## src/source/mpf_lite_pkg.sv

```systemverilog
// Widths, buffer depths, thresholds and the request kind enum for mpf_lite

package mpf_lite_pkg;

    // ========================================
    // Request field widths
    // ========================================

    // Word address into the local memory
    localparam int ADDR_BITS = 6;

    // Tag carried by each request and echoed in its response
    localparam int TAG_BITS = 8;

    // One memory word
    localparam int DATA_BITS = 32;

    // The address space is fully populated
    localparam int MEM_WORDS = 1 << ADDR_BITS;

    // Packed read request is address above tag
    localparam int C0_REQ_BITS = ADDR_BITS + TAG_BITS;

    // Packed write request is address, then tag, then data in the low bits
    localparam int C1_REQ_BITS = ADDR_BITS + TAG_BITS + DATA_BITS;

    // ========================================
    // Request buffering
    // ========================================

    // Depth of each channel FIFO
    localparam int FIFO_ENTRIES = 8;
    localparam int FIFO_PTR_BITS = $clog2(FIFO_ENTRIES);

    // The count must also represent a completely full FIFO
    localparam int FIFO_CNT_BITS = $clog2(FIFO_ENTRIES + 1);

    // Almost full rises once this many slots or fewer remain free
    localparam int ALM_FULL_THRESHOLD = 4;

    // Occupancy at which almost full is raised
    localparam int FIFO_ALM_FULL_COUNT = FIFO_ENTRIES - ALM_FULL_THRESHOLD;

    // Reads may skip the channel 0 FIFO when it is empty
    localparam bit ENABLE_C0_BYPASS = 1'b1;

    // ========================================
    // Responder
    // ========================================

    // Edges from a registered issue to its response strobe
    localparam int MEM_LATENCY = 2;

    // What the issue stage hands the responder in a given cycle
    typedef enum logic [1:0]
    {
        REQ_NONE  = 2'd0,
        REQ_READ  = 2'd1,
        REQ_WRITE = 2'd2
    } req_kind_t;

endpackage

```

## src/source/afu_req_buffer.sv

```systemverilog
// AFU side request buffering for both channels with an optional read bypass

`timescale 1ns/1ps

module afu_req_buffer
    import mpf_lite_pkg::*;
(
    input  logic                 clk,
    input  logic                 rst,
    input  logic                 c0_tx_valid,
    input  logic [ADDR_BITS-1:0] c0_tx_addr,
    input  logic [TAG_BITS-1:0]  c0_tx_tag,
    input  logic                 c1_tx_valid,
    input  logic [ADDR_BITS-1:0] c1_tx_addr,
    input  logic [TAG_BITS-1:0]  c1_tx_tag,
    input  logic [DATA_BITS-1:0] c1_tx_data,
    input  logic                 c0_deq,
    input  logic                 c1_deq,
    output logic                 c0_tx_alm_full,
    output logic                 c1_tx_alm_full,
    output logic                 c0_head_valid,
    output logic [ADDR_BITS-1:0] c0_head_addr,
    output logic [TAG_BITS-1:0]  c0_head_tag,
    output logic                 c1_head_valid,
    output logic [ADDR_BITS-1:0] c1_head_addr,
    output logic [TAG_BITS-1:0]  c1_head_tag,
    output logic [DATA_BITS-1:0] c1_head_data
);

    // ========================================
    // Channel 0 reads
    // ========================================

    logic [C0_REQ_BITS-1:0] c0_fifo_first;
    logic                   c0_fifo_not_empty;
    logic                   c0_fifo_enq;
    logic                   c0_fifo_deq;

    generate
        if (ENABLE_C0_BYPASS)
        begin : g_c0_bypass
            // An arriving read is offered directly when nothing is queued ahead of it
            assign c0_head_valid = c0_fifo_not_empty || c0_tx_valid;
            assign {c0_head_addr, c0_head_tag} =
                c0_fifo_not_empty ? c0_fifo_first : {c0_tx_addr, c0_tx_tag};

            // Only queue the read if it was not consumed in its arrival cycle
            assign c0_fifo_enq = c0_tx_valid && (c0_fifo_not_empty || !c0_deq);
            assign c0_fifo_deq = c0_deq && c0_fifo_not_empty;
        end
        else
        begin : g_c0_fifo_only
            // Every read is queued first
            assign c0_head_valid = c0_fifo_not_empty;
            assign {c0_head_addr, c0_head_tag} = c0_fifo_first;
            assign c0_fifo_enq = c0_tx_valid;
            assign c0_fifo_deq = c0_deq;
        end
    endgenerate

    req_fifo #(
        .N_DATA_BITS (C0_REQ_BITS)
    ) u_c0_fifo (
        .clk         (clk),
        .rst         (rst),
        .enq_data    ({c0_tx_addr, c0_tx_tag}),
        .enq_en      (c0_fifo_enq),
        .deq_en      (c0_fifo_deq),
        .first       (c0_fifo_first),
        .not_empty   (c0_fifo_not_empty),
        .almost_full (c0_tx_alm_full)
    );

    // ========================================
    // Channel 1 writes
    // ========================================

    // No bypass here, the mux on the data path is not worth it for writes
    logic [C1_REQ_BITS-1:0] c1_fifo_first;

    assign {c1_head_addr, c1_head_tag, c1_head_data} = c1_fifo_first;

    req_fifo #(
        .N_DATA_BITS (C1_REQ_BITS)
    ) u_c1_fifo (
        .clk         (clk),
        .rst         (rst),
        .enq_data    ({c1_tx_addr, c1_tx_tag, c1_tx_data}),
        .enq_en      (c1_tx_valid),
        .deq_en      (c1_deq),
        .first       (c1_fifo_first),
        .not_empty   (c1_head_valid),
        .almost_full (c1_tx_alm_full)
    );

    // A read head that the issue stage skips must still be offered next cycle,
    // including one that arrived through the bypass
    assert property (@(posedge clk) disable iff (rst)
        (c0_head_valid && !c0_deq) |=> c0_head_valid);

endmodule

```

## src/source/local_mem_resp.sv

```systemverilog
// Local memory array and fixed latency response pipeline for reads and writes

`timescale 1ns/1ps

module local_mem_resp
    import mpf_lite_pkg::*;
(
    input  logic                 clk,
    input  logic                 rst,
    input  req_kind_t            issue_kind,
    input  logic [ADDR_BITS-1:0] issue_addr,
    input  logic [TAG_BITS-1:0]  issue_tag,
    input  logic [DATA_BITS-1:0] issue_data,
    output logic                 c0_rx_valid,
    output logic [TAG_BITS-1:0]  c0_rx_tag,
    output logic [DATA_BITS-1:0] c0_rx_data,
    output logic                 c1_rx_valid,
    output logic [TAG_BITS-1:0]  c1_rx_tag
);

    logic [DATA_BITS-1:0] mem [MEM_WORDS];

    // ========================================
    // Response pipeline, stage 0 is loaded at issue
    // ========================================

    req_kind_t            kind_q [MEM_LATENCY];
    logic [TAG_BITS-1:0]  tag_q  [MEM_LATENCY];
    logic [DATA_BITS-1:0] data_q [MEM_LATENCY];

    // The array is cleared on reset so unwritten words read as zero
    always_ff @(posedge clk)
    begin
        if (rst)
        begin
            for (int i = 0; i < MEM_WORDS; i++)
            begin
                mem[i] <= '0;
            end
        end
        else if (issue_kind == REQ_WRITE)
        begin
            mem[issue_addr] <= issue_data;
        end
    end

    // Kinds decide which channel fires, so they are the only reset stages
    always_ff @(posedge clk)
    begin
        if (rst)
        begin
            for (int i = 0; i < MEM_LATENCY; i++)
            begin
                kind_q[i] <= REQ_NONE;
            end
        end
        else
        begin
            kind_q[0] <= issue_kind;
            for (int i = 1; i < MEM_LATENCY; i++)
            begin
                kind_q[i] <= kind_q[i-1];
            end
        end
    end

    // Read data is taken from the array before any later write lands
    always_ff @(posedge clk)
    begin
        tag_q[0]  <= issue_tag;
        data_q[0] <= mem[issue_addr];
        for (int i = 1; i < MEM_LATENCY; i++)
        begin
            tag_q[i]  <= tag_q[i-1];
            data_q[i] <= data_q[i-1];
        end
    end

    // Last stage steers onto the channel matching its kind
    assign c0_rx_valid = (kind_q[MEM_LATENCY-1] == REQ_READ);
    assign c0_rx_tag   = tag_q[MEM_LATENCY-1];
    assign c0_rx_data  = data_q[MEM_LATENCY-1];
    assign c1_rx_valid = (kind_q[MEM_LATENCY-1] == REQ_WRITE);
    assign c1_rx_tag   = tag_q[MEM_LATENCY-1];

endmodule

```

## src/source/mpf_lite_top.sv

```systemverilog
// Top level chaining request buffer, issue stage and local memory responder

`timescale 1ns/1ps

module mpf_lite_top
    import mpf_lite_pkg::*;
(
    input  logic                 clk,
    input  logic                 rst,
    input  logic                 c0_tx_valid,
    input  logic [ADDR_BITS-1:0] c0_tx_addr,
    input  logic [TAG_BITS-1:0]  c0_tx_tag,
    input  logic                 c1_tx_valid,
    input  logic [ADDR_BITS-1:0] c1_tx_addr,
    input  logic [TAG_BITS-1:0]  c1_tx_tag,
    input  logic [DATA_BITS-1:0] c1_tx_data,
    output logic                 c0_tx_alm_full,
    output logic                 c1_tx_alm_full,
    output logic                 c0_rx_valid,
    output logic [TAG_BITS-1:0]  c0_rx_tag,
    output logic [DATA_BITS-1:0] c0_rx_data,
    output logic                 c1_rx_valid,
    output logic [TAG_BITS-1:0]  c1_rx_tag
);

    // Buffered heads toward the issue stage
    logic                 c0_head_valid;
    logic [ADDR_BITS-1:0] c0_head_addr;
    logic [TAG_BITS-1:0]  c0_head_tag;
    logic                 c1_head_valid;
    logic [ADDR_BITS-1:0] c1_head_addr;
    logic [TAG_BITS-1:0]  c1_head_tag;
    logic [DATA_BITS-1:0] c1_head_data;
    logic                 c0_deq;
    logic                 c1_deq;

    // Registered issue toward the responder
    req_kind_t            issue_kind;
    logic [ADDR_BITS-1:0] issue_addr;
    logic [TAG_BITS-1:0]  issue_tag;
    logic [DATA_BITS-1:0] issue_data;

    afu_req_buffer u_afu_req_buffer (
        .clk            (clk),
        .rst            (rst),
        .c0_tx_valid    (c0_tx_valid),
        .c0_tx_addr     (c0_tx_addr),
        .c0_tx_tag      (c0_tx_tag),
        .c1_tx_valid    (c1_tx_valid),
        .c1_tx_addr     (c1_tx_addr),
        .c1_tx_tag      (c1_tx_tag),
        .c1_tx_data     (c1_tx_data),
        .c0_deq         (c0_deq),
        .c1_deq         (c1_deq),
        .c0_tx_alm_full (c0_tx_alm_full),
        .c1_tx_alm_full (c1_tx_alm_full),
        .c0_head_valid  (c0_head_valid),
        .c0_head_addr   (c0_head_addr),
        .c0_head_tag    (c0_head_tag),
        .c1_head_valid  (c1_head_valid),
        .c1_head_addr   (c1_head_addr),
        .c1_head_tag    (c1_head_tag),
        .c1_head_data   (c1_head_data)
    );

    req_issue_arb u_req_issue_arb (
        .clk           (clk),
        .rst           (rst),
        .c0_head_valid (c0_head_valid),
        .c0_head_addr  (c0_head_addr),
        .c0_head_tag   (c0_head_tag),
        .c1_head_valid (c1_head_valid),
        .c1_head_addr  (c1_head_addr),
        .c1_head_tag   (c1_head_tag),
        .c1_head_data  (c1_head_data),
        .c0_deq        (c0_deq),
        .c1_deq        (c1_deq),
        .issue_kind    (issue_kind),
        .issue_addr    (issue_addr),
        .issue_tag     (issue_tag),
        .issue_data    (issue_data)
    );

    local_mem_resp u_local_mem_resp (
        .clk         (clk),
        .rst         (rst),
        .issue_kind  (issue_kind),
        .issue_addr  (issue_addr),
        .issue_tag   (issue_tag),
        .issue_data  (issue_data),
        .c0_rx_valid (c0_rx_valid),
        .c0_rx_tag   (c0_rx_tag),
        .c0_rx_data  (c0_rx_data),
        .c1_rx_valid (c1_rx_valid),
        .c1_rx_tag   (c1_rx_tag)
    );

endmodule

```

## src/source/req_fifo.sv

```systemverilog
// Circular request FIFO with first word output, not empty and almost full flags

`timescale 1ns/1ps

module req_fifo
    import mpf_lite_pkg::*;
#(
    parameter int N_DATA_BITS = 32
)
(
    input  logic                   clk,
    input  logic                   rst,
    input  logic [N_DATA_BITS-1:0] enq_data,
    input  logic                   enq_en,
    input  logic                   deq_en,
    output logic [N_DATA_BITS-1:0] first,
    output logic                   not_empty,
    output logic                   almost_full
);

    // Storage is a plain array so it maps onto LUT RAM
    logic [N_DATA_BITS-1:0] mem [FIFO_ENTRIES];

    logic [FIFO_PTR_BITS-1:0] wr_ptr;
    logic [FIFO_PTR_BITS-1:0] rd_ptr;
    logic [FIFO_CNT_BITS-1:0] count;

    // Write side of the storage
    always_ff @(posedge clk)
    begin
        if (enq_en)
        begin
            mem[wr_ptr] <= enq_data;
        end
    end

    // Pointers wrap at the last entry, depth need not be a power of two
    always_ff @(posedge clk)
    begin
        if (rst)
        begin
            wr_ptr <= '0;
            rd_ptr <= '0;
            count  <= '0;
        end
        else
        begin
            if (enq_en)
            begin
                wr_ptr <= (wr_ptr == FIFO_PTR_BITS'(FIFO_ENTRIES - 1)) ? '0 : wr_ptr + 1'b1;
            end
            if (deq_en)
            begin
                rd_ptr <= (rd_ptr == FIFO_PTR_BITS'(FIFO_ENTRIES - 1)) ? '0 : rd_ptr + 1'b1;
            end
            case ({enq_en, deq_en})
                2'b10:   count <= count + 1'b1;
                2'b01:   count <= count - 1'b1;
                default: count <= count;
            endcase
        end
    end

    // The head is visible whenever the FIFO holds anything
    assign first     = mem[rd_ptr];
    assign not_empty = (count != '0);

    // Threshold slack absorbs the requests already in flight from the AFU
    assign almost_full = (count >= FIFO_CNT_BITS'(FIFO_ALM_FULL_COUNT));

    // The producer must have honoured almost full in time
    assert property (@(posedge clk) disable iff (rst)
        enq_en |-> (count < FIFO_CNT_BITS'(FIFO_ENTRIES)) || deq_en);

    // The consumer may only pop a head it has seen as valid
    assert property (@(posedge clk) disable iff (rst) deq_en |-> not_empty);

endmodule

```

## src/source/req_issue_arb.sv

```systemverilog
// Round robin issue stage that pops one buffered head per cycle

`timescale 1ns/1ps

module req_issue_arb
    import mpf_lite_pkg::*;
(
    input  logic                 clk,
    input  logic                 rst,
    input  logic                 c0_head_valid,
    input  logic [ADDR_BITS-1:0] c0_head_addr,
    input  logic [TAG_BITS-1:0]  c0_head_tag,
    input  logic                 c1_head_valid,
    input  logic [ADDR_BITS-1:0] c1_head_addr,
    input  logic [TAG_BITS-1:0]  c1_head_tag,
    input  logic [DATA_BITS-1:0] c1_head_data,
    output logic                 c0_deq,
    output logic                 c1_deq,
    output req_kind_t            issue_kind,
    output logic [ADDR_BITS-1:0] issue_addr,
    output logic [TAG_BITS-1:0]  issue_tag,
    output logic [DATA_BITS-1:0] issue_data
);

    // Set when channel 1 was the most recent winner
    logic last_c1;

    // Reads win when alone or when writes went last
    assign c0_deq = c0_head_valid && (!c1_head_valid || last_c1);

    // Writes win when alone or when reads went last
    assign c1_deq = c1_head_valid && (!c0_head_valid || !last_c1);

    always_ff @(posedge clk)
    begin
        if (rst)
        begin
            last_c1    <= 1'b1;
            issue_kind <= REQ_NONE;
        end
        else
        begin
            if (c0_deq)
            begin
                last_c1    <= 1'b0;
                issue_kind <= REQ_READ;
            end
            else if (c1_deq)
            begin
                last_c1    <= 1'b1;
                issue_kind <= REQ_WRITE;
            end
            else
            begin
                issue_kind <= REQ_NONE;
            end
        end
    end

    // Payload follows the winner, write data is only loaded for writes
    always_ff @(posedge clk)
    begin
        if (c0_deq)
        begin
            issue_addr <= c0_head_addr;
            issue_tag  <= c0_head_tag;
        end
        else if (c1_deq)
        begin
            issue_addr <= c1_head_addr;
            issue_tag  <= c1_head_tag;
            issue_data <= c1_head_data;
        end
    end

    // One request per cycle into the responder
    assert property (@(posedge clk) disable iff (rst) !(c0_deq && c1_deq));

    // A write passed over for a read is served on the very next cycle
    assert property (@(posedge clk) disable iff (rst) (c0_deq && c1_head_valid) |=> c1_deq);

endmodule
```

## config.mk

```make
export PLATFORM = sky130hd
export DESIGN_NAME = mpf_lite_top
export DESIGN_NICKNAME = d
export VERILOG_FILES = /design/src/source/mpf_lite_pkg.sv /design/src/source/afu_req_buffer.sv /design/src/source/local_mem_resp.sv /design/src/source/mpf_lite_top.sv /design/src/source/req_fifo.sv /design/src/source/req_issue_arb.sv
export SDC_FILE = /design/constraint.sdc
export NUM_CORES = 2
export LEC_CHECK = 0
export BUFFER_PORTS_ARGS = -buffer_cell sky130_fd_sc_hd__buf_2
export CORE_MARGIN = 3
export CORE_UTILIZATION = 36
export DETAILED_ROUTE_END_ITERATION = 12
export GPL_TIMING_DRIVEN = 0
export PLACE_DENSITY = 0.51
export SLEW_MARGIN = 20
export SYNTH_ARGS = -nofsm -noshare
export SYNTH_HDL_FRONTEND = slang
export SYNTH_SLANG_ARGS = --single-unit
```

## constraint.sdc

```tcl
create_clock -name clk -period 3.9 [get_ports clk]
set_input_delay 0.39 -clock clk [delete_from_list [all_inputs] [get_ports clk]]
set_output_delay 0.39 -clock clk [all_outputs]
set_load 0.005 [all_outputs]
```

# ---- Word level (Yosys, flattened, before mapping)
# Memories as Yosys holds them, arrays and structs flattened. A register that Yosys moved wholly into a read port is not among the register bits.
# Cells that the tools add are included.
dict set report op_classes {
  order_cmp 2
  n_addsub 8
  n_eq_ne 11
  reduce_logical 20
  n_mux 35
  bitwise_logic 3
}
# op n
set ops {}
lappend ops {{$mux W32} 1}
lappend ops {{$reduce_or A32 Y1} 1}
lappend ops {{$mux W3} 8}
lappend ops {{$mux W6} 4}
lappend ops {{$mux W8} 2}
lappend ops {{$pmux W4 S2} 2}
lappend ops {{$mux W1} 14}
lappend ops {{$mux W14} 1}
lappend ops {{$add A3 B1 Y3 const B} 4}
lappend ops {{$eq A3 B3 Y1 const B} 4}
lappend ops {{$add A4 B1 Y4 const B} 2}
lappend ops {{$eq A2 B2 Y1 const B} 4}
lappend ops {{$ge A4 B3 Y1 const B} 2}
lappend ops {{$reduce_bool A4 Y1} 2}
lappend ops {{$sub A4 B1 Y4 const B} 2}
lappend ops {{$eq A2 B1 Y1 const B} 3}
lappend ops {{$mux W2} 3}
lappend ops {{$reduce_bool A2 Y1} 3}
lappend ops {{$logic_and A1 B1 Y1} 4}
lappend ops {{$logic_not A1 Y1} 4}
lappend ops {{$logic_or A1 B1 Y1} 4}
lappend ops {{$or A1 B1 Y1} 2}
lappend ops {{$reduce_and A2 Y1} 1}
lappend ops {{$reduce_or A2 Y1} 1}
lappend ops {{$not A1 Y1} 1}
dict set report word_totals {
  register_bits 69
  mem_bits_rw 2612
  out_inout_bits 52
  memories 6
  word_cells 97
  in_bits 64
}
# name depth width read_ports rd_clocked_by_memory_dff write_ports line
set mem_list {}
lappend mem_list {u_local_mem_resp.mem 64 32 1 1 64 local_mem_resp.sv:21} ;# logic [DATA_BITS-1:0] mem [MEM_WORDS];
lappend mem_list {u_afu_req_buffer.u_c1_fifo.mem 8 46 1 1 1 req_fifo.sv:22} ;# logic [N_DATA_BITS-1:0] mem [FIFO_ENTRIES];
lappend mem_list {u_afu_req_buffer.u_c0_fifo.mem 8 14 1 1 1 req_fifo.sv:22}
lappend mem_list {u_local_mem_resp.data_q 2 32 2 0 2 local_mem_resp.sv:29} ;# logic [DATA_BITS-1:0] data_q [MEM_LATENCY];
lappend mem_list {u_local_mem_resp.tag_q 2 8 2 0 2 local_mem_resp.sv:28} ;# logic [TAG_BITS-1:0] tag_q [MEM_LATENCY];
lappend mem_list {u_local_mem_resp.kind_q 2 2 2 0 2 local_mem_resp.sv:27} ;# req_kind_t kind_q [MEM_LATENCY];

# ---- Longest topological paths before layout
dict set report depth {
  ltp_word 9
  depth_mapped 12
  mapped_depth_nobuf 10
}

# ---- By module
# Synthesis repeated with hierarchy kept, for this count alone.
dict set report unflattened {
  cells_unflattened 7815
  area_unflattened_um2 115975.0
}
# module cells_per_inst n_inst area_per_inst_um2 seq_area_each_um2
set modules_own_cells {}
lappend modules_own_cells {local_mem_resp 6884 1 94374.3 63180.6}
lappend modules_own_cells {{req_fifo (u_afu_req_buffer.u_c1_fifo)} 603 1 14702.9 11310.8}
lappend modules_own_cells {{req_fifo (u_afu_req_buffer.u_c0_fifo)} 233 1 4937.2 3623.5}
lappend modules_own_cells {req_issue_arb 75 1 1720.4 1441.4}
lappend modules_own_cells {afu_req_buffer 20 1 240.2 0.0}

# ---- Worst setup path before layout
# Ideal clock, no wire load.
dict set report synth_path {
  path_kind {reg-to-reg}
  start {register u_afu_req_buffer.u_c1_fifo.wr_ptr[0]}
  end {memory u_afu_req_buffer.u_c1_fifo.mem[0][0] in the netlist's numbering (enable)}
  setup_time_ns 0.506
  required_ns 3.394
  synth_period_minus_slack_ns 4.168
  path_buffers 0
  stages_incl_launch_ff 3
  setup_slack_ns -0.268
  t_arrival_ns 3.662
  cell_sequence {dfxtp_1 -> nand2b_1 -> nor3_1}
}
# item line
set synth_lines {}
lappend synth_lines {{start, declared} req_fifo.sv:24} ;# logic [FIFO_PTR_BITS-1:0] wr_ptr;
lappend synth_lines {{start signal, assigned} req_fifo.sv:50} ;# wr_ptr <= (wr_ptr == FIFO_PTR_BITS'(FIFO_ENTRIES - 1)) ? '0 : wr_ptr + 1'b1;
lappend synth_lines {{end, declared} req_fifo.sv:22}
# Straight into the memory's write port.

==> flow_summary.yaml <==
drt:
  ant_nets: 0
  wl_um: 409300
  routedWlPerCell_um: 33.81
  drc_errors: 0
  vias_per_cell: 5.449
  first_pass_iters: 7
  drtIter0Drc: 8032
  num_vias: 65957
cells_and_area:
  final_layout_size_suffix_gt1_share_pct: 21.74
  fillCellCount: 28819
  seq_area_um2: 79680
  multiInputGateArea_um2: 33730
  layout.cells.non_filler: 12104
  nets: 7636
  areaGrowthSynthToFinish_pct: 15.73
timing:
  drv_slew: 0
  setup_violations: 34
  fin_skew_ps: 48.56
  fmax_ghz: 0.2436
  grt_setup_unrepaired: "no"
  period_needed_ps: 4105
  worst_pin_slew_ps: 1277
  relSlewSlack_pct: 14.86
  fin_crit_sh_pct: 105.3
  hold_viol_final: 0
  fin_ws_ps: -205.2
synth:
  syn_nets: 7084
  syn_area_um2: 116100
  post-synth-top-area-cell: "edfxtp_1"
  synth_ff_type: "edfxtp_1"
  synth-async-reset-ratio_pct: 0
  synth.area.top_cells: "edfxtp_1 (67%), mux4_2 (12%), and2_1 (11%), dfxtp_1 (2.1%), clkbuf_1 (1.5%)"
  synthMostInstantiatedCell: "edfxtp_1"
  synth_top_cell_area_share_pct: 66.59
  synthDistinctLibCells: 56
  synth.avg_cell_area_um2: 16.56
  synth_common_cells: "edfxtp_1 (2574), and2_1 (2056), mux4_2 (633)"
  synth-seq-cells: 2693
  synth_edf_count: 2574
  syn_inst: 7007
  ys_warn_count: 0
  yosysSeqAreaShare_pct: 68.65
cts:
  root_buffer: "clkbuf_16"
  cts_setup_buffers: 0
  cts_buffer_depth: 4
  cts_sinks: 2693
  path_clk_slew_ps: 60
  worstSkewPairLatency_ps: 930
  htree_levels: 5
  cts_tree: "built"
  cts_inserted_buffers: 305
global_route:
  use_met3_pct: 5.945
  antenna_found_initial: 48
  grt_usage_pct: 24.36
  grt_pass1_vias: 66092
  grt.met1_usage_pct: 31.80
  grt_max_degree: 33
  met2_usage_pct: 38.22
  grt-ovfl-total: 0
  grt_pass1_wl_um: 554800
  grt_busiest_layer: "met2"
outcome:
  violations: "negative setup slack"
  status: "complete, but fails checks"
place:
  gp_congestion: 0.9183
  dpl.cell_count: 11473
  dp_hpwl_um: 279800
  port-buffer-count: 115
worst_setup_path:
  end_kind: "flip-flop"
  cp-start-kind: "flip-flop"
  cp.required_ps: 4680
  arrival_ps: 4880
  path_max_fanout: 10
  crit_type: "flip-flop to flip-flop"
die:
  core_um2: 319300
  io_pins: 116
  dieArea_um2: 329300
  initial_utilization_pct: 36.35
  fp.dieH_um: 573.8
  rows: 207
  die_w_um: 573.8
power_and_ir_drop:
  powerDensity_nw_per_um2: 720.0
  power_leakage_uw: 0.04725
  ir_drop_mv: 0.4499
  power_uw: 96710
run:
  cap_viol_max_count: 0
min_path:
  hp-class: "input port to flip-flop"
[final cells by class]
class / count / area share [%]
Antenna cell: 24 / 0.04471
Timing Repair Buffer: 245 / 1.768
Clock inverter: 156 / 1.175
Tap cell: 4284 / 3.990
Buffer: 703 / 2.506
Inverter: 6 / 0.01677
Multi-Input combinational cell: 3605 / 25.11
Clock buffer: 388 / 6.068
Sequential cell: 2693 / 59.32
[cell usage in the layout, fill, tap and decap left out, drive strengths merged, types with 3 or more instances in the layout]
master	synthesis	routed
inv	5	25
nand2	124	124
nor3b	6	6
a211oi	18	18
a21oi	53	53
bufinv	0	24
o21ai	34	34
nor4	3	3
a22oi	97	97
mux2	59	59
dfxtp	119	119
or3	15	15
buf	229	409
xor2	4	4
nand2b	5	5
nand3	52	52
o211ai	27	27
diode	0	24
o22ai	30	30
nand3b	7	7
clkinv	1	110
and2	2056	2056
a211o	11	11
nor2b	23	23
or2	67	67
o221ai	5	5
mux2i	80	80
nor3	6	6
a31oi	7	7
nor2	109	109
clkbuf	474	863
a22o	16	16
ha	13	13
a221oi	24	24
mux4	633	633
dlygate4sd3	0	62
edfxtp	2574	2574
clkinvlp	0	3
or3b	5	5
[registers in the layout (all words and copies together) (netlist names), 6 cells and up, named ones only]
register / cells
u_local_mem_resp.tag_q: 16
u_req_issue_arb.issue_addr: 6
u_req_issue_arb.issue_tag: 8
u_local_mem_resp.data_q: 64
u_local_mem_resp.mem: 2048
u_afu_req_buffer.u_c1_fifo.mem: 368
u_req_issue_arb.issue_data: 32
u_afu_req_buffer.u_c0_fifo.mem: 112
[critical path, stage by stage, from the launching register on]
cell	delay, ps
dfxtp_2	680
buf_4	430
buf_2	520
nor2b_1	970
a211oi_2	370
a21oi_1	620
a221oi_2	60
buf_4	250
[logic make-up after synthesis]
group                    after synthesis  synth area share (%)
AND/OR/NAND/NOR                     2488                 12.91
XOR/XNOR                               6               0.04527
flip-flops                          2693                 68.65
AO/OA/AOI/OAI                        326                 1.946
buffers and inverters                709                 2.770
multiplexers                         772                 13.54
adder cells (fa/ha/maj)               13                0.1401
[what timing repair did]
action	in CTS	in global routing
hold buffers	62	0
gates resized for setup	128	17
pin swaps	2	0
endpoints found under the setup margin	401	255
hold endpoints to repair	501	0
[path summary, 6_finish.rpt]
| check | slack, ps | to | depth (start not counted) | from |
|---|---|---|---|---|
| setup / recovery | -210 | u_local_mem_resp.data_q[0][8]$_DFF_P_ | 7 | flip-flop |
| hold / removal | 110 | u_req_issue_arb.issue_kind[1]$_SDFF_PP0_ | 3 | rst |
| setup reg to reg | -210 | u_local_mem_resp.data_q[0][8]$_DFF_P_ | 7 | flip-flop |
| hold reg to reg | 320 | u_local_mem_resp.data_q[0][41]$_DFF_P_ | 0 | u_local_mem_resp.data_q[0][9]$_DFF_P_ |
[where the power goes]
part | internal, µW | leakage (µW) | switching, µW
Clock | 16500 | 0.00476 | 12200
Combinational | 10400 | 0.0155 | 23200
Sequential | 33600 | 0.0269 | 797
[routing by layer]
layer	wire length, µm	vias up
met3	35600	757
met1	161400	34909
met2	189300	2978
met4	22870	18
met5	122	-
li1	-	27295
[metrics by stage]
step | setup slack [ps] | setup TNS (ps) | area (µm²) | util [%] | hold WS, ps
6_report | -205.2 | -668.3 | 134300 | 42.06 | 112.0
5_1_grt | 0.8296 | 0 | 134300 | 42.05 | 124.8
4_1_cts | 0.04174 | 0 | 134200 | 42.01 | 60.01
3_5_place_dp | -1308 | -234090 | 123400 | 38.64 | 312.1
3_3_place_gp | -1766 | -957590 | 122000 | 38.21 | 309.8
2_1_floorplan | 685.7 | 0 | 116100 | - | 309.6
(Power assumes the default switching activity.)
